$ cat src/rtl/idu_pkg.sv
`default_nettype none

package idu_pkg;

    typedef logic [31:0] inst_word_t;
    typedef logic [31:0] data_word_t;
    typedef logic [4:0]  reg_addr_t;
    typedef logic [11:0] csr_addr_t;

    // major opcodes, inst[6:0]
    localparam logic [6:0] OPC_LOAD   = 7'b0000011;
    localparam logic [6:0] OPC_OPIMM  = 7'b0010011;
    localparam logic [6:0] OPC_AUIPC  = 7'b0010111;
    localparam logic [6:0] OPC_STORE  = 7'b0100011;
    localparam logic [6:0] OPC_OP     = 7'b0110011;
    localparam logic [6:0] OPC_LUI    = 7'b0110111;
    localparam logic [6:0] OPC_BRANCH = 7'b1100011;
    localparam logic [6:0] OPC_JALR   = 7'b1100111;
    localparam logic [6:0] OPC_JAL    = 7'b1101111;
    localparam logic [6:0] OPC_SYSTEM = 7'b1110011;

    // inst[31:20] of the privileged system instructions
    localparam csr_addr_t SYS_ECALL  = 12'h000;
    localparam csr_addr_t SYS_EBREAK = 12'h001;
    localparam csr_addr_t SYS_MRET   = 12'h302;
    localparam csr_addr_t SYS_WFI    = 12'h105;

    typedef enum logic [1:0] {
        SET_NULL, SET_RV32I, SET_RV32M
    } inst_set_e;

    typedef enum logic [2:0] {
        TYPE_NULL, TYPE_R, TYPE_I, TYPE_S, TYPE_B, TYPE_U, TYPE_J, TYPE_CSR
    } inst_type_e;

    typedef enum logic [4:0] {
        FUNC_NULL, FUNC_LOAD, FUNC_STORE, FUNC_ADD, FUNC_SUB, FUNC_SLL, FUNC_SLT,
        FUNC_XOR, FUNC_SRL, FUNC_SRA, FUNC_OR, FUNC_AND, FUNC_LUI, FUNC_AUIPC,
        FUNC_MUL, FUNC_DIV, FUNC_REM, FUNC_B, FUNC_JAL, FUNC_JALR,
        FUNC_ECALL, FUNC_EBREAK, FUNC_MRET, FUNC_WFI,
        FUNC_CSRRW, FUNC_CSRRS, FUNC_CSRRC
    } func_op_e;

    typedef enum logic [1:0] {
        BUF_EMPTY, BUF_ONE, BUF_TWO
    } buf_state_e;

    typedef struct packed {
        logic imm;
        logic byt;    // byte access
        logic half;
        logic unsign;
        logic u1;     // operand 1 unsigned
        logic u2;     // operand 2 unsigned
        logic high;
        logic eq;
        logic ne;
        logic lt;
        logic gt;
    } func_sfx_t;

    localparam func_sfx_t SFX_NONE   = 11'h000;
    localparam func_sfx_t SFX_IMM    = 11'h400;
    localparam func_sfx_t SFX_BYTE   = 11'h200;
    localparam func_sfx_t SFX_HALF   = 11'h100;
    localparam func_sfx_t SFX_UNSIGN = 11'h080;
    localparam func_sfx_t SFX_U1     = 11'h040;
    localparam func_sfx_t SFX_U2     = 11'h020;
    localparam func_sfx_t SFX_HIGH   = 11'h010;
    localparam func_sfx_t SFX_EQ     = 11'h008;
    localparam func_sfx_t SFX_NE     = 11'h004;
    localparam func_sfx_t SFX_LT     = 11'h002;
    localparam func_sfx_t SFX_GT     = 11'h001;

    typedef struct packed {
        func_op_e  op;
        func_sfx_t sfx;
    } inst_func_t;

    typedef struct packed {
        logic is_ecall;
        logic is_ebreak;
        logic is_mret;
        logic is_wfi;
        logic is_csrrx;   // register source form
        logic is_csrri;   // immediate source form
    } sys_flags_t;

    typedef struct packed {
        inst_set_e  set;
        inst_type_e itype;
        inst_func_t func;
        reg_addr_t  rs1;
        reg_addr_t  rs2;
        reg_addr_t  rd;
        logic       rd_vld;
        data_word_t uimm;
        csr_addr_t  csr;
    } dec_pkt_t;

endpackage

`default_nettype wire

$ cat src/rtl/idu_class.sv
`default_nettype none

module idu_class import idu_pkg::*; (
    input  inst_word_t inst_i,
    output inst_set_e  set_o,
    output inst_type_e type_o,
    output sys_flags_t sys_o
);

    logic [6:0] opcode;
    logic [2:0] funct3;
    logic       rs1_zero;
    logic       funct3_zero;
    logic       rd_zero;
    csr_addr_t  sys_imm;

    assign opcode      = inst_i[6:0];
    assign funct3      = inst_i[14:12];
    assign rs1_zero    = (inst_i[19:15] == 5'd0);
    assign funct3_zero = (funct3 == 3'd0);
    assign rd_zero     = (inst_i[11:7] == 5'd0);
    assign sys_imm     = inst_i[31:20];

    always_comb begin
        sys_o.is_ecall  = (sys_imm == SYS_ECALL) && rs1_zero && funct3_zero && rd_zero;
        sys_o.is_ebreak = (sys_imm == SYS_EBREAK) && rs1_zero && funct3_zero && rd_zero;
        sys_o.is_mret   = (sys_imm == SYS_MRET) && rs1_zero && funct3_zero && rd_zero;
        sys_o.is_wfi    = (sys_imm == SYS_WFI) && rs1_zero && funct3_zero; // rd not checked
        sys_o.is_csrrx  = !funct3[2] && !funct3_zero;
        sys_o.is_csrri  = funct3[2];
    end

    always_comb begin
        case (opcode)
            OPC_LOAD, OPC_OPIMM, OPC_JALR: begin
                set_o  = SET_RV32I;
                type_o = TYPE_I;
            end
            OPC_LUI, OPC_AUIPC: begin
                set_o  = SET_RV32I;
                type_o = TYPE_U;
            end
            OPC_STORE: begin
                set_o  = SET_RV32I;
                type_o = TYPE_S;
            end
            OPC_OP: begin
                set_o  = inst_i[25] ? SET_RV32M : SET_RV32I; // funct7[0] selects muldiv
                type_o = TYPE_R;
            end
            OPC_BRANCH: begin
                set_o  = SET_RV32I;
                type_o = TYPE_B;
            end
            OPC_JAL: begin
                set_o  = SET_RV32I;
                type_o = TYPE_J;
            end
            OPC_SYSTEM: begin
                set_o  = SET_RV32I;
                type_o = TYPE_CSR;
            end
            default: begin
                set_o  = SET_NULL;   // fp and unknown opcodes
                type_o = TYPE_NULL;
            end
        endcase
    end

endmodule

`default_nettype wire

$ cat src/rtl/idu_func.sv
`default_nettype none

module idu_func import idu_pkg::*; (
    input  inst_word_t inst_i,
    input  sys_flags_t sys_i,
    output inst_func_t func_o
);

    logic [6:0] opcode;
    logic [2:0] funct3;
    logic [6:0] funct7;

    assign opcode = inst_i[6:0];
    assign funct3 = inst_i[14:12];
    assign funct7 = inst_i[31:25];

    always_comb begin
        case (opcode)
            OPC_LOAD: begin
                case (funct3)
                    3'b000:  func_o = {FUNC_LOAD, SFX_IMM | SFX_BYTE};
                    3'b001:  func_o = {FUNC_LOAD, SFX_IMM | SFX_HALF};
                    3'b010:  func_o = {FUNC_LOAD, SFX_IMM};
                    3'b100:  func_o = {FUNC_LOAD, SFX_IMM | SFX_BYTE | SFX_UNSIGN};
                    3'b101:  func_o = {FUNC_LOAD, SFX_IMM | SFX_HALF | SFX_UNSIGN};
                    default: func_o = '0;
                endcase
            end
            OPC_OPIMM: begin
                case (funct3)
                    3'b000:  func_o = {FUNC_ADD, SFX_IMM};
                    3'b001:  func_o = {FUNC_SLL, SFX_IMM};
                    3'b010:  func_o = {FUNC_SLT, SFX_IMM};
                    3'b011:  func_o = {FUNC_SLT, SFX_IMM | SFX_UNSIGN};
                    3'b100:  func_o = {FUNC_XOR, SFX_IMM};
                    3'b101:  func_o = {(funct7[5] ? FUNC_SRA : FUNC_SRL), SFX_IMM};
                    3'b110:  func_o = {FUNC_OR, SFX_IMM};
                    default: func_o = {FUNC_AND, SFX_IMM};
                endcase
            end
            OPC_STORE: begin
                case (funct3)
                    3'b000:  func_o = {FUNC_STORE, SFX_IMM | SFX_BYTE};
                    3'b001:  func_o = {FUNC_STORE, SFX_IMM | SFX_HALF};
                    3'b010:  func_o = {FUNC_STORE, SFX_IMM};
                    default: func_o = '0;
                endcase
            end
            OPC_OP: begin
                if (funct7[0]) begin
                    case (funct3)
                        3'b000:  func_o = {FUNC_MUL, SFX_NONE};
                        3'b001:  func_o = {FUNC_MUL, SFX_HIGH};                     // mulh
                        3'b010:  func_o = {FUNC_MUL, SFX_U2 | SFX_HIGH};            // mulhsu
                        3'b011:  func_o = {FUNC_MUL, SFX_U1 | SFX_U2 | SFX_HIGH};
                        3'b100:  func_o = {FUNC_DIV, SFX_NONE};
                        3'b101:  func_o = {FUNC_DIV, SFX_U1 | SFX_U2};
                        3'b110:  func_o = {FUNC_REM, SFX_NONE};
                        default: func_o = {FUNC_REM, SFX_U1 | SFX_U2};
                    endcase
                end else begin
                    case (funct3)
                        3'b000:  func_o = {(funct7[5] ? FUNC_SUB : FUNC_ADD), SFX_NONE};
                        3'b001:  func_o = {FUNC_SLL, SFX_NONE};
                        3'b010:  func_o = {FUNC_SLT, SFX_NONE};
                        3'b011:  func_o = {FUNC_SLT, SFX_UNSIGN};
                        3'b100:  func_o = {FUNC_XOR, SFX_NONE};
                        3'b101:  func_o = {(funct7[5] ? FUNC_SRA : FUNC_SRL), SFX_NONE};
                        3'b110:  func_o = {FUNC_OR, SFX_NONE};
                        default: func_o = {FUNC_AND, SFX_NONE};
                    endcase
                end
            end
            OPC_LUI:   func_o = {FUNC_LUI, SFX_IMM};
            OPC_AUIPC: func_o = {FUNC_AUIPC, SFX_NONE};  // no imm flag on auipc
            OPC_BRANCH: begin
                case (funct3)
                    3'b000:  func_o = {FUNC_B, SFX_EQ};
                    3'b001:  func_o = {FUNC_B, SFX_NE};
                    3'b100:  func_o = {FUNC_B, SFX_LT};
                    3'b101:  func_o = {FUNC_B, SFX_GT | SFX_EQ};
                    3'b110:  func_o = {FUNC_B, SFX_LT | SFX_UNSIGN};
                    3'b111:  func_o = {FUNC_B, SFX_GT | SFX_EQ | SFX_UNSIGN};
                    default: func_o = '0;
                endcase
            end
            OPC_JAL:  func_o = {FUNC_JAL, SFX_NONE};
            OPC_JALR: func_o = {FUNC_JALR, SFX_NONE};
            OPC_SYSTEM: begin
                case (funct3)
                    3'b000: begin
                        case ({sys_i.is_ecall, sys_i.is_ebreak, sys_i.is_mret, sys_i.is_wfi})
                            4'b1000: func_o = {FUNC_ECALL, SFX_NONE};
                            4'b0100: func_o = {FUNC_EBREAK, SFX_NONE};
                            4'b0010: func_o = {FUNC_MRET, SFX_NONE};
                            4'b0001: func_o = {FUNC_WFI, SFX_NONE};
                            default: func_o = '0;   // no exact match
                        endcase
                    end
                    3'b001:  func_o = {FUNC_CSRRW, SFX_NONE};
                    3'b010:  func_o = {FUNC_CSRRS, SFX_NONE};
                    3'b011:  func_o = {FUNC_CSRRC, SFX_NONE};
                    3'b101:  func_o = {FUNC_CSRRW, SFX_IMM};
                    3'b110:  func_o = {FUNC_CSRRS, SFX_IMM};
                    3'b111:  func_o = {FUNC_CSRRC, SFX_IMM};
                    default: func_o = '0;
                endcase
            end
            default: func_o = '0;
        endcase
    end

endmodule

`default_nettype wire

$ cat src/rtl/idu_imm.sv
`default_nettype none

module idu_imm import idu_pkg::*; (
    input  inst_word_t inst_i,
    input  inst_type_e type_i,
    input  sys_flags_t sys_i,
    output data_word_t uimm_o,
    output csr_addr_t  csr_o
);

    logic [11:0] imm12_i;
    logic [11:0] imm12_s;
    logic [11:0] imm12_b;
    logic [19:0] imm20_u;
    logic [19:0] imm20_j;
    logic [4:0]  uimm5;

    assign imm12_i = inst_i[31:20];
    assign imm12_s = {inst_i[31:25], inst_i[11:7]};
    assign imm12_b = {inst_i[31], inst_i[7], inst_i[30:25], inst_i[11:8]};    // bit 0 implied
    assign imm20_u = inst_i[31:12];
    assign imm20_j = {inst_i[31], inst_i[19:12], inst_i[20], inst_i[30:21]};
    assign uimm5   = inst_i[19:15];   // rs1 field of csr*i

    always_comb begin
        case (type_i)
            TYPE_I: begin
                uimm_o = {20'd0, imm12_i};
            end
            TYPE_S: begin
                uimm_o = {20'd0, imm12_s};
            end
            TYPE_B: begin
                uimm_o = {20'd0, imm12_b};
            end
            TYPE_U: begin
                uimm_o = {12'd0, imm20_u};
            end
            TYPE_J: begin
                uimm_o = {12'd0, imm20_j};
            end
            TYPE_CSR: begin
                uimm_o = sys_i.is_csrri ? {27'd0, uimm5} : '0;
            end
            default: begin
                uimm_o = '0;   // R and null
            end
        endcase
    end

    assign csr_o = (type_i == TYPE_CSR) ? inst_i[31:20] : '0;

endmodule

`default_nettype wire

$ cat src/rtl/idu_operand.sv
`default_nettype none

module idu_operand import idu_pkg::*; (
    input  inst_word_t inst_i,
    input  inst_set_e  set_i,
    input  inst_type_e type_i,
    input  inst_func_t func_i,
    input  sys_flags_t sys_i,
    input  data_word_t uimm_i,
    input  csr_addr_t  csr_i,
    output dec_pkt_t   pkt_o
);

    // {rs1, rs2, rd, imm, csr}
    logic [4:0] vld;

    always_comb begin
        case (type_i)
            TYPE_R:   vld = 5'b11100;
            TYPE_I:   vld = 5'b10110;
            TYPE_S:   vld = 5'b11010;
            TYPE_B:   vld = 5'b11010;
            TYPE_U:   vld = 5'b00110;
            TYPE_J:   vld = 5'b00110;
            TYPE_CSR: vld = {sys_i.is_csrrx, 1'b0, 1'b1, sys_i.is_csrri, 1'b1};
            default:  vld = 5'b00000;
        endcase
    end

    always_comb begin
        pkt_o.set    = set_i;
        pkt_o.itype  = type_i;
        pkt_o.func   = func_i;
        pkt_o.rs1    = vld[4] ? inst_i[19:15] : '0;
        pkt_o.rs2    = vld[3] ? inst_i[24:20] : '0;
        pkt_o.rd     = vld[2] ? inst_i[11:7] : '0;
        pkt_o.rd_vld = vld[2];
        pkt_o.uimm   = vld[1] ? uimm_i : '0;
        pkt_o.csr    = vld[0] ? csr_i : '0;
    end

endmodule

`default_nettype wire

$ cat src/rtl/idu_out_buf.sv
`default_nettype none

module idu_out_buf import idu_pkg::*; (
    input  logic     clk_i,
    input  logic     rst_i,
    input  logic     in_valid_i,
    input  dec_pkt_t in_pkt_i,
    output logic     in_ready_o,
    output logic     out_valid_o,
    output dec_pkt_t out_pkt_o,
    input  logic     out_ready_i
);

    buf_state_e state;
    dec_pkt_t   head;   // drives the output
    dec_pkt_t   tail;   // second entry when two are held
    logic       push;
    logic       pop;

    assign in_ready_o  = (state != BUF_TWO);
    assign out_valid_o = (state != BUF_EMPTY);
    assign out_pkt_o   = head;
    assign push        = in_valid_i && in_ready_o;
    assign pop         = out_valid_o && out_ready_i;

    always_ff @(posedge clk_i) begin
        if (rst_i) begin
            state <= BUF_EMPTY;
        end else begin
            case (state)
                BUF_EMPTY: state <= push ? BUF_ONE : BUF_EMPTY;
                BUF_ONE: begin
                    if (push && !pop) begin
                        state <= BUF_TWO;
                    end else if (pop && !push) begin
                        state <= BUF_EMPTY;
                    end
                end
                BUF_TWO:   state <= pop ? BUF_ONE : BUF_TWO;
                default:   state <= BUF_EMPTY;
            endcase
        end
    end

    always_ff @(posedge clk_i) begin
        if (state == BUF_TWO) begin
            if (pop) begin
                head <= tail;
            end
        end else if (push && (state == BUF_EMPTY || pop)) begin
            head <= in_pkt_i;   // goes straight to the front
        end
        if (push && state == BUF_ONE && !pop) begin
            tail <= in_pkt_i;
        end
    end

    ast_hold_stalled: assert property (@(posedge clk_i) disable iff (rst_i)
        out_valid_o && !out_ready_i |=> out_valid_o && $stable(out_pkt_o))
        else $error("idu_out_buf: packet changed while stalled");

    ast_src_held: assert property (@(posedge clk_i) disable iff (rst_i)
        in_valid_i && !in_ready_o |=> in_valid_i && $stable(in_pkt_i))
        else $error("idu_out_buf: refused packet dropped or changed by the source");

endmodule

`default_nettype wire

$ cat src/rtl/idu_top.sv
`default_nettype none

module idu_top import idu_pkg::*; (
    input  logic       clk_i,
    input  logic       rst_i,
    input  logic       in_valid_i,
    input  inst_word_t in_inst_i,
    output logic       in_ready_o,
    output logic       out_valid_o,
    output dec_pkt_t   out_pkt_o,
    input  logic       out_ready_i
);

    inst_set_e  set;
    inst_type_e itype;
    sys_flags_t sys;
    inst_func_t func;
    data_word_t uimm;
    csr_addr_t  csr;
    dec_pkt_t   pkt;   // combinational decode result

    idu_class u_class (
        .inst_i (in_inst_i),
        .set_o  (set),
        .type_o (itype),
        .sys_o  (sys)
    );

    idu_func u_func (
        .inst_i (in_inst_i),
        .sys_i  (sys),
        .func_o (func)
    );

    idu_imm u_imm (
        .inst_i (in_inst_i),
        .type_i (itype),
        .sys_i  (sys),
        .uimm_o (uimm),
        .csr_o  (csr)
    );

    idu_operand u_operand (
        .inst_i (in_inst_i),
        .set_i  (set),
        .type_i (itype),
        .func_i (func),
        .sys_i  (sys),
        .uimm_i (uimm),
        .csr_i  (csr),
        .pkt_o  (pkt)
    );

    idu_out_buf u_out_buf (
        .clk_i       (clk_i),
        .rst_i       (rst_i),
        .in_valid_i  (in_valid_i),
        .in_pkt_i    (pkt),
        .in_ready_o  (in_ready_o),
        .out_valid_o (out_valid_o),
        .out_pkt_o   (out_pkt_o),
        .out_ready_i (out_ready_i)
    );

endmodule

`default_nettype wire

$ cat config.mk
export PLATFORM = sky130hd
export DESIGN_NAME = idu_top
export DESIGN_NICKNAME = d
export VERILOG_FILES = /design/src/rtl/idu_pkg.sv /design/src/rtl/idu_class.sv /design/src/rtl/idu_func.sv /design/src/rtl/idu_imm.sv /design/src/rtl/idu_operand.sv /design/src/rtl/idu_out_buf.sv /design/src/rtl/idu_top.sv
export SDC_FILE = /design/constraint.sdc
export NUM_CORES = 1
export LEC_CHECK = 0
export BUFFER_PORTS_ARGS = -buffer_cell sky130_fd_sc_hd__buf_2
export CORE_ASPECT_RATIO = 1.2
export CORE_MARGIN = 2
export CORE_UTILIZATION = 35
export DETAILED_ROUTE_END_ITERATION = 12
export PLACE_DENSITY_LB_ADDON = 0.3
export RECOVER_POWER = 50
export SYNTH_ARGS = -nofsm -noshare
export SYNTH_HDL_FRONTEND = slang
export SYNTH_HIERARCHICAL = 1
export SYNTH_SLANG_ARGS = --single-unit
$ cat constraint.sdc
create_clock -name clk_i -period 7.95 [get_ports clk_i]
set_clock_uncertainty 0.2 [all_clocks]
set_input_delay 1.1925 -clock clk_i [delete_from_list [all_inputs] [get_ports clk_i]]
set_output_delay 1.1925 -clock clk_i [all_outputs]
set_load 0.02 [all_outputs]
After elaboration in Yosys (flattened, before gate mapping)
Index checks and enable logic that the tools add are counted.
{"block": "classes", "bitwise": 0, "addsub": 0, "reduce_logical": 37, "n_mux": 32, "shifts": 0, "n_lt_le_gt_ge": 0, "mul": 0, "div": 0, "n_eq_ne": 36}
{"operator": "one-hot mux 16 bit (7 select lines)", "n": 4}
{"operator": "two-way mux 81 bit", "n": 3}
{"operator": "one-hot mux 32 bit (6 select lines)", "n": 1}
{"operator": "one-hot mux 16 bit (10 select lines)", "n": 1}
{"operator": "one-hot mux 16 bit (6 select lines)", "n": 1}
{"operator": "one-hot mux 16 bit (4 select lines)", "n": 1}
{"operator": "one-hot mux 12 bit (5 select lines)", "n": 1}
{"operator": "one-hot mux 13 bit (3 select lines)", "n": 1}
{"operator": "two-way mux 32 bit", "n": 1}
{"operator": "== test 7 bit (second input constant)", "n": 4}
{"operator": "one-hot mux 5 bit (5 select lines)", "n": 1}
{"operator": "== test 3 bit (second input constant)", "n": 8}
{"operator": "two-way mux 12 bit", "n": 2}
{"operator": "== test 7 x 6 -> 1 bit (second input constant)", "n": 3}
{"operator": "one-hot mux 3 bit (7 select lines)", "n": 1}
{"operator": "two-way mux 5 bit", "n": 4}
{"operator": "logical AND 1 bit", "n": 19}
{"operator": "two-way mux 16 bit", "n": 1}
{"operator": "== test 7 x 5 -> 1 bit (second input constant)", "n": 2}
{"operator": "== test 12 x 1 -> 1 bit (second input constant)", "n": 1}
{"operator": "== test 12 x 10 -> 1 bit (second input constant)", "n": 1}
{"operator": "== test 12 x 9 -> 1 bit (second input constant)", "n": 1}
{"operator": "== test 3 x 2 -> 1 bit (second input constant)", "n": 4}
{"operator": "zero test 12 bit", "n": 1}
{"operator": "other kinds (26)", "n": 38}
{"block": "totals", "ramBits": 0, "wordCells": 146, "out_inout_bits": 83, "input_bits": 36, "ff_bits": 164, "latchBits": 0, "mem_bits_ro": 0, "n_memories": 0}

Longest topological paths before layout
Gate-level depths: netlist of the first run.
{"block": "depth", "ltp_word": 10, "mapped_depth": 12, "depth_no_buf": 9}

Cells and area by module
Netlist of the first run, hierarchy kept.
{"module": "idu_out_buf", "n_inst": 1, "cells_per_inst": 437, "area_per_inst_um2": 6043.3, "seq_area_each_um2": 4904.7}
{"module": "idu_operand", "n_inst": 1, "cells_per_inst": 117, "area_per_inst_um2": 1017.2, "seq_area_each_um2": 0.0}
{"module": "idu_imm", "n_inst": 1, "cells_per_inst": 105, "area_per_inst_um2": 757.0, "seq_area_each_um2": 0.0}
{"module": "idu_func", "n_inst": 1, "cells_per_inst": 114, "area_per_inst_um2": 709.4, "seq_area_each_um2": 0.0}
{"module": "idu_class", "n_inst": 1, "cells_per_inst": 48, "area_per_inst_um2": 276.5, "seq_area_each_um2": 0.0}

Worst setup path after synthesis of the first run
OpenSTA, ideal clock, no wires.
{"block": "synth_timing", "path_kind": "input -> register", "from": "in out_ready_i", "to": "reg u_out_buf.head (netlist bit u_out_buf/out_pkt_o[0]) (enable)", "n_path_buf": 0, "arrival_time_ns": 4.870, "setup_ns": 0.530, "path_slack_ns": 2.350, "stages": 2, "required_time_ns": 7.220, "cell_sequence": "mux2i_1 -> o21ai_1"}
{"block": "synth_between", "elab_chain_len": 5, "word_cells_on_any_way": 6, "cone_classes": "eq/ne (1); reduce/logical (5)"}
{"element": "start: declaration", "line": "idu_top.sv:11", "text": "input logic out_ready_i"}
{"element": "logical AND 1 bit *", "line": "idu_out_buf.sv:24", "text": "assign pop = out_valid_o && out_ready_i;"}
{"element": "logical OR 1 bit", "line": "idu_out_buf.sv:50", "text": "end else if (push && (state == BUF_EMPTY || pop)) begin"}
{"element": "logical AND 1 bit", "line": "idu_out_buf.sv:50"}
{"element": "nonzero test 2 bit (no line)"}
{"element": "AND reduction 2 bit (no line) *"}
{"element": "end signal: assignment", "line": "idu_out_buf.sv:48", "text": "head <= tail;"}
{"element": "end signal: assignment", "line": "idu_out_buf.sv:51", "text": "head <= in_pkt_i;"}
{"element": "end: declaration", "line": "idu_out_buf.sv:15", "text": "dec_pkt_t head;"}
Every way passes the cells marked *; elsewhere a longest branch is shown, timed or not.
A chain may end at the register's enable or synchronous reset.

Final worst setup path of the first run
{"block": "layout_timing", "from": "reg u_out_buf.state[1]", "to": "out in_ready_o"}
{"block": "layout_between", "elab_chain_len": 1}
{"element": "start: declaration", "line": "idu_out_buf.sv:14", "text": "buf_state_e state;"}
{"element": "start signal: assignment", "line": "idu_out_buf.sv:31", "text": "BUF_EMPTY: state <= push ? BUF_ONE : BUF_EMPTY;"}
{"element": "start signal: assignment", "line": "idu_out_buf.sv:39", "text": "BUF_TWO: state <= pop ? BUF_ONE : BUF_TWO;"}
{"element": "inequality test 2 bit", "line": "idu_out_buf.sv:20", "text": "assign in_ready_o = (state != BUF_TWO);"}
{"element": "end: declaration", "line": "idu_top.sv:8", "text": "output logic in_ready_o,"}
No other way between the ends.

==> results.yml, run 1 <==
sta:
  worstMarginPinSlew_ps: 4866
  hold_viol_final: 0
  tns_ps: 0
  setup_viol: 0
  finalCritPeriodShare: 0.6797
  rsz0062_at_grt: "no"
  drv_slew: 410
  max_freq_mhz: 185.1
  layout_setup_ws_ps: 2547
  period_needed_ps: 5403
  slew_headroom: -2.244
clock_network:
  clkSinkCount: 164
  clk_path_buf_depth: 2
  post_cts_buffers: 0
  cts_root_buf: "clkbuf_16"
  cts_tree: "yes"
  numCtsBuffers: 17
  holdBufCountCts: 0
  clk_latency_ps: 430
  cts-resized-gates: 0
  clkSlewWorstSetupHoldPaths_ps: 70
  h-tree-depth: 4
routing:
  vias: 6072
  antenna_left: 0
  via_per_inst: 4.945
  drc: 0
  wl_mm: 21.05
  initialDrtViolationCount: 402
  wl_per_cell_um: 17.14
  firstDrtPassIters: 6
setup_path:
  crit_path_cell_trace: "nor2b_2 > clkbuf_1 > inv_2 > buf_2"
  critPathTopFamily: "buffers and inverters"
  start_kind: "register"
  cp_data_arrival_time_ps: 4010
  max_stage_delay_ps: 2760
  cp_slowest_cell: "clkbuf_1"
  crit_required_ps: 6560
  critPathKind: "reg2out"
  crit_buf_inv: 3
  path_max_fanout: 82
  worstSetupEndpointType: "output port"
synth:
  synthTopCellsByArea: "edfxtp_1 55%, nand2_1 11%, nor3b_2 4.3%"
  async_flop_share: 0
  synthesis.instances: 821
  syn_avg_cell_area_um2: 10.72
  synthesis.area_um2: 8803
  yosysTopAreaCellShare: 0.5526
  synth.distinct_cells: 73
  synth_largest_area_cell: "edfxtp_1"
  yosys_warnings: 6
  ys_seq_area_frac: 0.5571
  synth_edf_count: 162
  synth_ff_type: "edfxtp_1"
  ys_seq_elements: 164
outcome:
  status: "finished, violations left"
  failed_checks: "capacitance limit, slew limit"
power:
  switching_power_mw: 0.5376
  p_int_mw: 1.520
  fin_total_pwr_mw: 2.058
  combPwrFrac: 0.095
  share_seq_of_total_power: 0.489
  ir_drop_uv: 116.1
  power.leakage_nw: 3.711
  pwr_density_cell_nw_per_um2: 210.1
  power_switching_share: 0.2612
  clockPowerShare: 0.416
place:
  pre_cts_ws_ps: 3612
  placed_cells: 1195
  hpwl_mm: 13.09
  io_buffers: 118
  routabilityCongestion: 0.8154
floorplan:
  rows: 63
  initial_core_util: 0.3557
  dieArea_um2: 26440
  fp.dieW_um: 148.8
  die_y_um: 177.7
  core_region_area_um2: 24750
  ioPinCount: 119
finish:
  final_cells: 1228
  syn_to_final_growth_pct: 11.27
  drive_gt1_frac: 0.1330
  nNetsFinal: 925
flow_run:
  cap_violations: 7
global_route:
  track_usage: 0.1591
  grt-ovfl-total: 0
  grt_max_degree: 83
  antenna_found_initial: 3
  grt_pass1_vias: 5580
  grt_pass1_wl_mm: 32.13
min_path:
  hold_path_class: "reg2reg"
cell usage after synthesis (11+ instances only):
cell        n
mux2i_1    12
clkbuf_1   11
buf_6      15
a22o_1     13
buf_4      40
inv_1      11
nor3b_2    30
nor2b_1    14
nor2_1     30
o21ai_0    11
and2_1     24
buf_2      22
nand2_1   266
edfxtp_1  162
cell usage in the layout, fill, tap and decap left out, drive strengths merged, types with 13 or more instances in the layout:
| master | n |
|---|---|
| edfxtp | 162 |
| inv | 22 |
| nor3b | 38 |
| clkbuf | 112 |
| buf | 31 |
| nor2 | 31 |
| a22o | 13 |
| and2 | 25 |
| nor2b | 15 |
| nand2 | 266 |
layout make-up:
class	count	area, µm²
diodes	1	2.502
clock buffers	17	425.4
clock inverters	15	183.9
fillers	2499	14960
inverters	12	45.04
multi-input cells	568	3314
flip-flops and latches	164	4905
well taps	325	406.6
repair buffers	126	513.0
power by group through the flow:
stage | Clock [mW] | Sequential (mW) | Combinational, mW
2_1_floorplan | 0 | 1.07 | 0.0899
3_3_place_gp | 0 | 1.02 | 0.206
3_5_place_dp | 0 | 1.02 | 0.207
4_1_cts | 0.880 | 1.00 | 0.207
5_1_grt | 0.915 | 1.01 | 0.212
6_report | 0.857 | 1.01 | 0.195
registers in the layout, indices dropped and copies added (netlist names):
name                 flops
u_out_buf/out_pkt_o     81
u_out_buf/state          2
u_out_buf/tail          81
metal layers:
layer	vias to the layer above	part of all wire	track usage
li1	3008	-	-
met2	140	0.49	0.2645
met5	-	0.0011	0
met1	2896	0.45	0.2076
met3	24	0.047	0.03676
met4	4	0.016	0.04722
stage by stage:
stage	hold WS (ps)	utilization	area, µm²
6_report	302.5	0.3958	9796
5_1_grt	328.1	0.3957	9793
4_1_cts	307.7	0.4014	9936
3_5_place_dp	294.0	0.3768	9326
3_3_place_gp	288.6	0.3768	9326
2_1_floorplan	283.6	-	8845
cell families (layout without fill, tap and decap cells):
| logic type | after synthesis | after routing | synth area share |
|---|---|---|---|
| simple gates | 455 | 455 | 0.2725 |
| xor+xnor | 4 | 4 | 0.003980 |
| mux | 12 | 12 | 0.01364 |
| buf+inv | 100 | 170 | 0.07561 |
| flops | 164 | 164 | 0.5571 |
| compound gates | 85 | 85 | 0.07675 |
| other cells | 1 | 13 | 0.0004260 |
worst reg2reg max path, stage by stage, from the launching register on:
cell and delay, ps:
dfxtp_1 400, nor2b_2 160, clkbuf_1 2760, inv_2 -10
clkbuf_2 1030, nand2_1 460, nand2_1 100
path summary, 6_finish.rpt:
path,cells past startpoint,from,end,slack [ps]
setup reg to reg,6,u_out_buf/state[1],u_out_buf/out_pkt_o[46],2600
hold reg to reg,2,u_out_buf/tail[11],u_out_buf/out_pkt_o[11],300
setup / recovery,4,u_out_buf/state[1],in_ready_o,2550
hold / removal,2,u_out_buf/tail[11],u_out_buf/out_pkt_o[11],300
Power figures use the tool's default switching activity.
==> run 2, diff against run 1 <==
--- a/config.mk
+++ b/config.mk
@@ -5,6 +5,7 @@
 export SDC_FILE = /design/constraint.sdc
 export NUM_CORES = 1
 export LEC_CHECK = 0
+export ABC_AREA = 1
 export BUFFER_PORTS_ARGS = -buffer_cell sky130_fd_sc_hd__buf_2
 export CORE_ASPECT_RATIO = 1.2
 export CORE_MARGIN = 2
==> constraint.sdc (replaced) <==
create_clock -name clk_i -period 5.44 [get_ports clk_i]
set_clock_uncertainty 0.2 [all_clocks]
set_input_delay 0.816 -clock clk_i [delete_from_list [all_inputs] [get_ports clk_i]]
set_output_delay 0.816 -clock clk_i [all_outputs]
set_load 0.02 [all_outputs]
==> results.yml, run 2 <==
clock_network:
  cts-resized-gates: 0
  cts_root_buf: "clkbuf_16"
  numCtsBuffers: 17
  clkSlewWorstSetupHoldPaths_ps: 70
  holdBufCountCts: 0
  h-tree-depth: 4
  clk_path_buf_depth: 2
  cts_tree: "yes"
  clk_latency_ps: 420
  clkSinkCount: 164
  post_cts_buffers: 0
power:
  ir_drop_uv: 172.9
  p_int_mw: 2.134
  combPwrFrac: 0.096
  power_switching_share: 0.2626
  fin_total_pwr_mw: 2.894
  pwr_density_cell_nw_per_um2: 294.6
  switching_power_mw: 0.7598
  clockPowerShare: 0.403
  share_seq_of_total_power: 0.501
  power.leakage_nw: 4.222
setup_path:
  path_max_fanout: 84
  cp_data_arrival_time_ps: 3900
  crit_path_cell_trace: "clkinv_1 > clkbuf_2 > nand2_1 > clkbuf_2 > nand2_1 > nand2_1"
  max_stage_delay_ps: 1360
  cp_slowest_cell: "clkbuf_2"
  start_kind: "register"
  startpoint: "u_out_buf/state[0]"
  cp_common_cell: "nand2_1"
  worstSetupEndpointType: "register"
  critPathKind: "reg2reg"
  crit_required_ps: 5390
  r2r-start: "u_out_buf/state[0]"
synth:
  synth_edf_count: 162
  synth_ff_type: "edfxtp_1"
  ys_seq_elements: 164
  yosys_warnings: 6
  synth_commonest_cells: "278 x nand2_1, 162 x edfxtp_1, 143 x nor2_1"
  async_flop_share: 0
  yosysMostFrequentCell: "nand2_1"
  ys_seq_area_frac: 0.5546
  yosysTopAreaCellShare: 0.5501
  synthesis.area_um2: 8843
  syn_avg_cell_area_um2: 8.843
  synthesis.instances: 1000
  synth.distinct_cells: 38
  synth_largest_area_cell: "edfxtp_1"
  synthTopCellsByArea: "edfxtp_1 55%, nand2_1 12%, nand3_1 6.3%"
floorplan:
  dieArea_um2: 26560
  ioPinCount: 119
  core_region_area_um2: 24750
  initial_core_util: 0.3573
  die_y_um: 178.1
  fp.dieW_um: 149.1
  rows: 63
finish:
  fillCellCount: 2600
  drive_gt1_frac: 0.1014
  post-route-util: 0.3968
  nNetsFinal: 1118
  layout.cells.most_common: "nand2_1"
  syn_to_final_growth_pct: 11.05
  layout_common_cells: "280 x nand2_1, 162 x edfxtp_1, 143 x nor2_1, 117 x inv_1, 113 x nand3_1"
global_route:
  grt_pass1_wl_mm: 34.48
  use_met1: 0.2158
  grt-ovfl-total: 0
  grt_max_degree: 85
  grt_pass1_vias: 6434
  use_met3: 0.03120
  antenna_found_initial: 2
  grt_util_met2: 0.2905
  track_usage: 0.1681
  top_usage_layer: "met2"
routing:
  antenna_left: 0
  drc: 0
  initialDrtViolationCount: 541
  firstDrtPassIters: 5
  via_per_inst: 4.755
  wl_per_cell_um: 15.70
  wl_mm: 22.32
  vias: 6762
place:
  hpwl_mm: 14.66
  io_buffers: 118
  routabilityCongestion: 0.8854
sta:
  holdWs_ps: 350.7
  max_freq_mhz: 252.8
  finalCritPeriodShare: 0.7271
  rsz0062_at_grt: "no"
  period_needed_ps: 3955
  drv_slew: 168
  setup_viol: 0
  slew_headroom: -0.2791
  hold_viol_final: 0
  worstMarginPinSlew_ps: 1919
  tns_ps: 0
outcome:
  status: "finished, violations left"
  failed_checks: "capacitance limit, slew limit"
min_path:
  hold_path_class: "reg2reg"
  min_from: "u_out_buf/tail[44]"
flow_run:
  cap_violations: 2
[run 2: cell types whose count changed in the layout (fill, tap and decap cells not counted), moves of 11 or more]
cell / before / now
nor2_1: 27 / 143
nand3_1: 9 / 113
nor3b_2: 30 / 0
nand4_1: 7 / 18
a22o_1: 13 / 0
nand2_1: 266 / 280
nor2b_1: 13 / 0
and2_1: 24 / 0
inv_1: 11 / 117
mux2i_1: 12 / 0
[run 2: area by class of cell]
type                    instances  area (µm²)  share of cell area
well taps                     325       406.6             0.04141
repair buffers                127       538.0             0.05478
clock inverters                15       148.9             0.01516
clock buffers                  17       425.4             0.04332
multi-input cells             645        2913              0.2966
flip-flops and latches        164        4905              0.4994
inverters                     127       479.2             0.04880
diodes                          2       5.005           0.0005096
[run 2: per-stage QoR]
stage	setup WS, ps	cells	cell area (µm²)
floorplan	452.8	1011	8889
global placement	1830	1388	9384
detailed placement	1710	1388	9384
CTS	2153	1420	9958
global route	1024	1420	9816
finish	1485	1422	9821
[run 2: critical path: cells and delay by family (launching register included)]
family                 cells  cell delay (ps)
buffers and inverters      3             2410
flip-flops                 1              340
AND/OR/NAND/NOR            3              610
[run 2: cells by family after synthesis]
family          Yosys count  share of synthesized area
flops                   164                     0.5546
simple gates            595                     0.2987
compound gates           38                    0.02589
buf+inv                 202                     0.1204
other cells               1                  0.0004240
[run 2: power by group through the flow]
stage	Clock [mW]	Combinational [mW]	Sequential, mW
2_1_floorplan	0	0.143	1.53
5_1_grt	1.25	0.305	1.45
6_report	1.17	0.278	1.45
3_5_place_dp	0	0.294	1.48
3_3_place_gp	0	0.292	1.48
4_1_cts	1.20	0.294	1.45
[run 2: final timing paths]
check / slack, ps / endpoint / cells past startpoint
worst max-delay path: 1480 / u_out_buf/out_pkt_o[54] / 6
worst min-delay path: 350 / u_out_buf/out_pkt_o[44] / 2
worst max register to register: 1480 / u_out_buf/out_pkt_o[54] / 6
worst min register to register: 350 / u_out_buf/out_pkt_o[44] / 2
[run 2: per-layer routing]
metal / routed length, µm / part of all wire
met2: 11170 / 0.50
met1: 9751 / 0.44
met4: 302 / 0.014
met5: 13 / 0.00058
met3: 1089 / 0.049
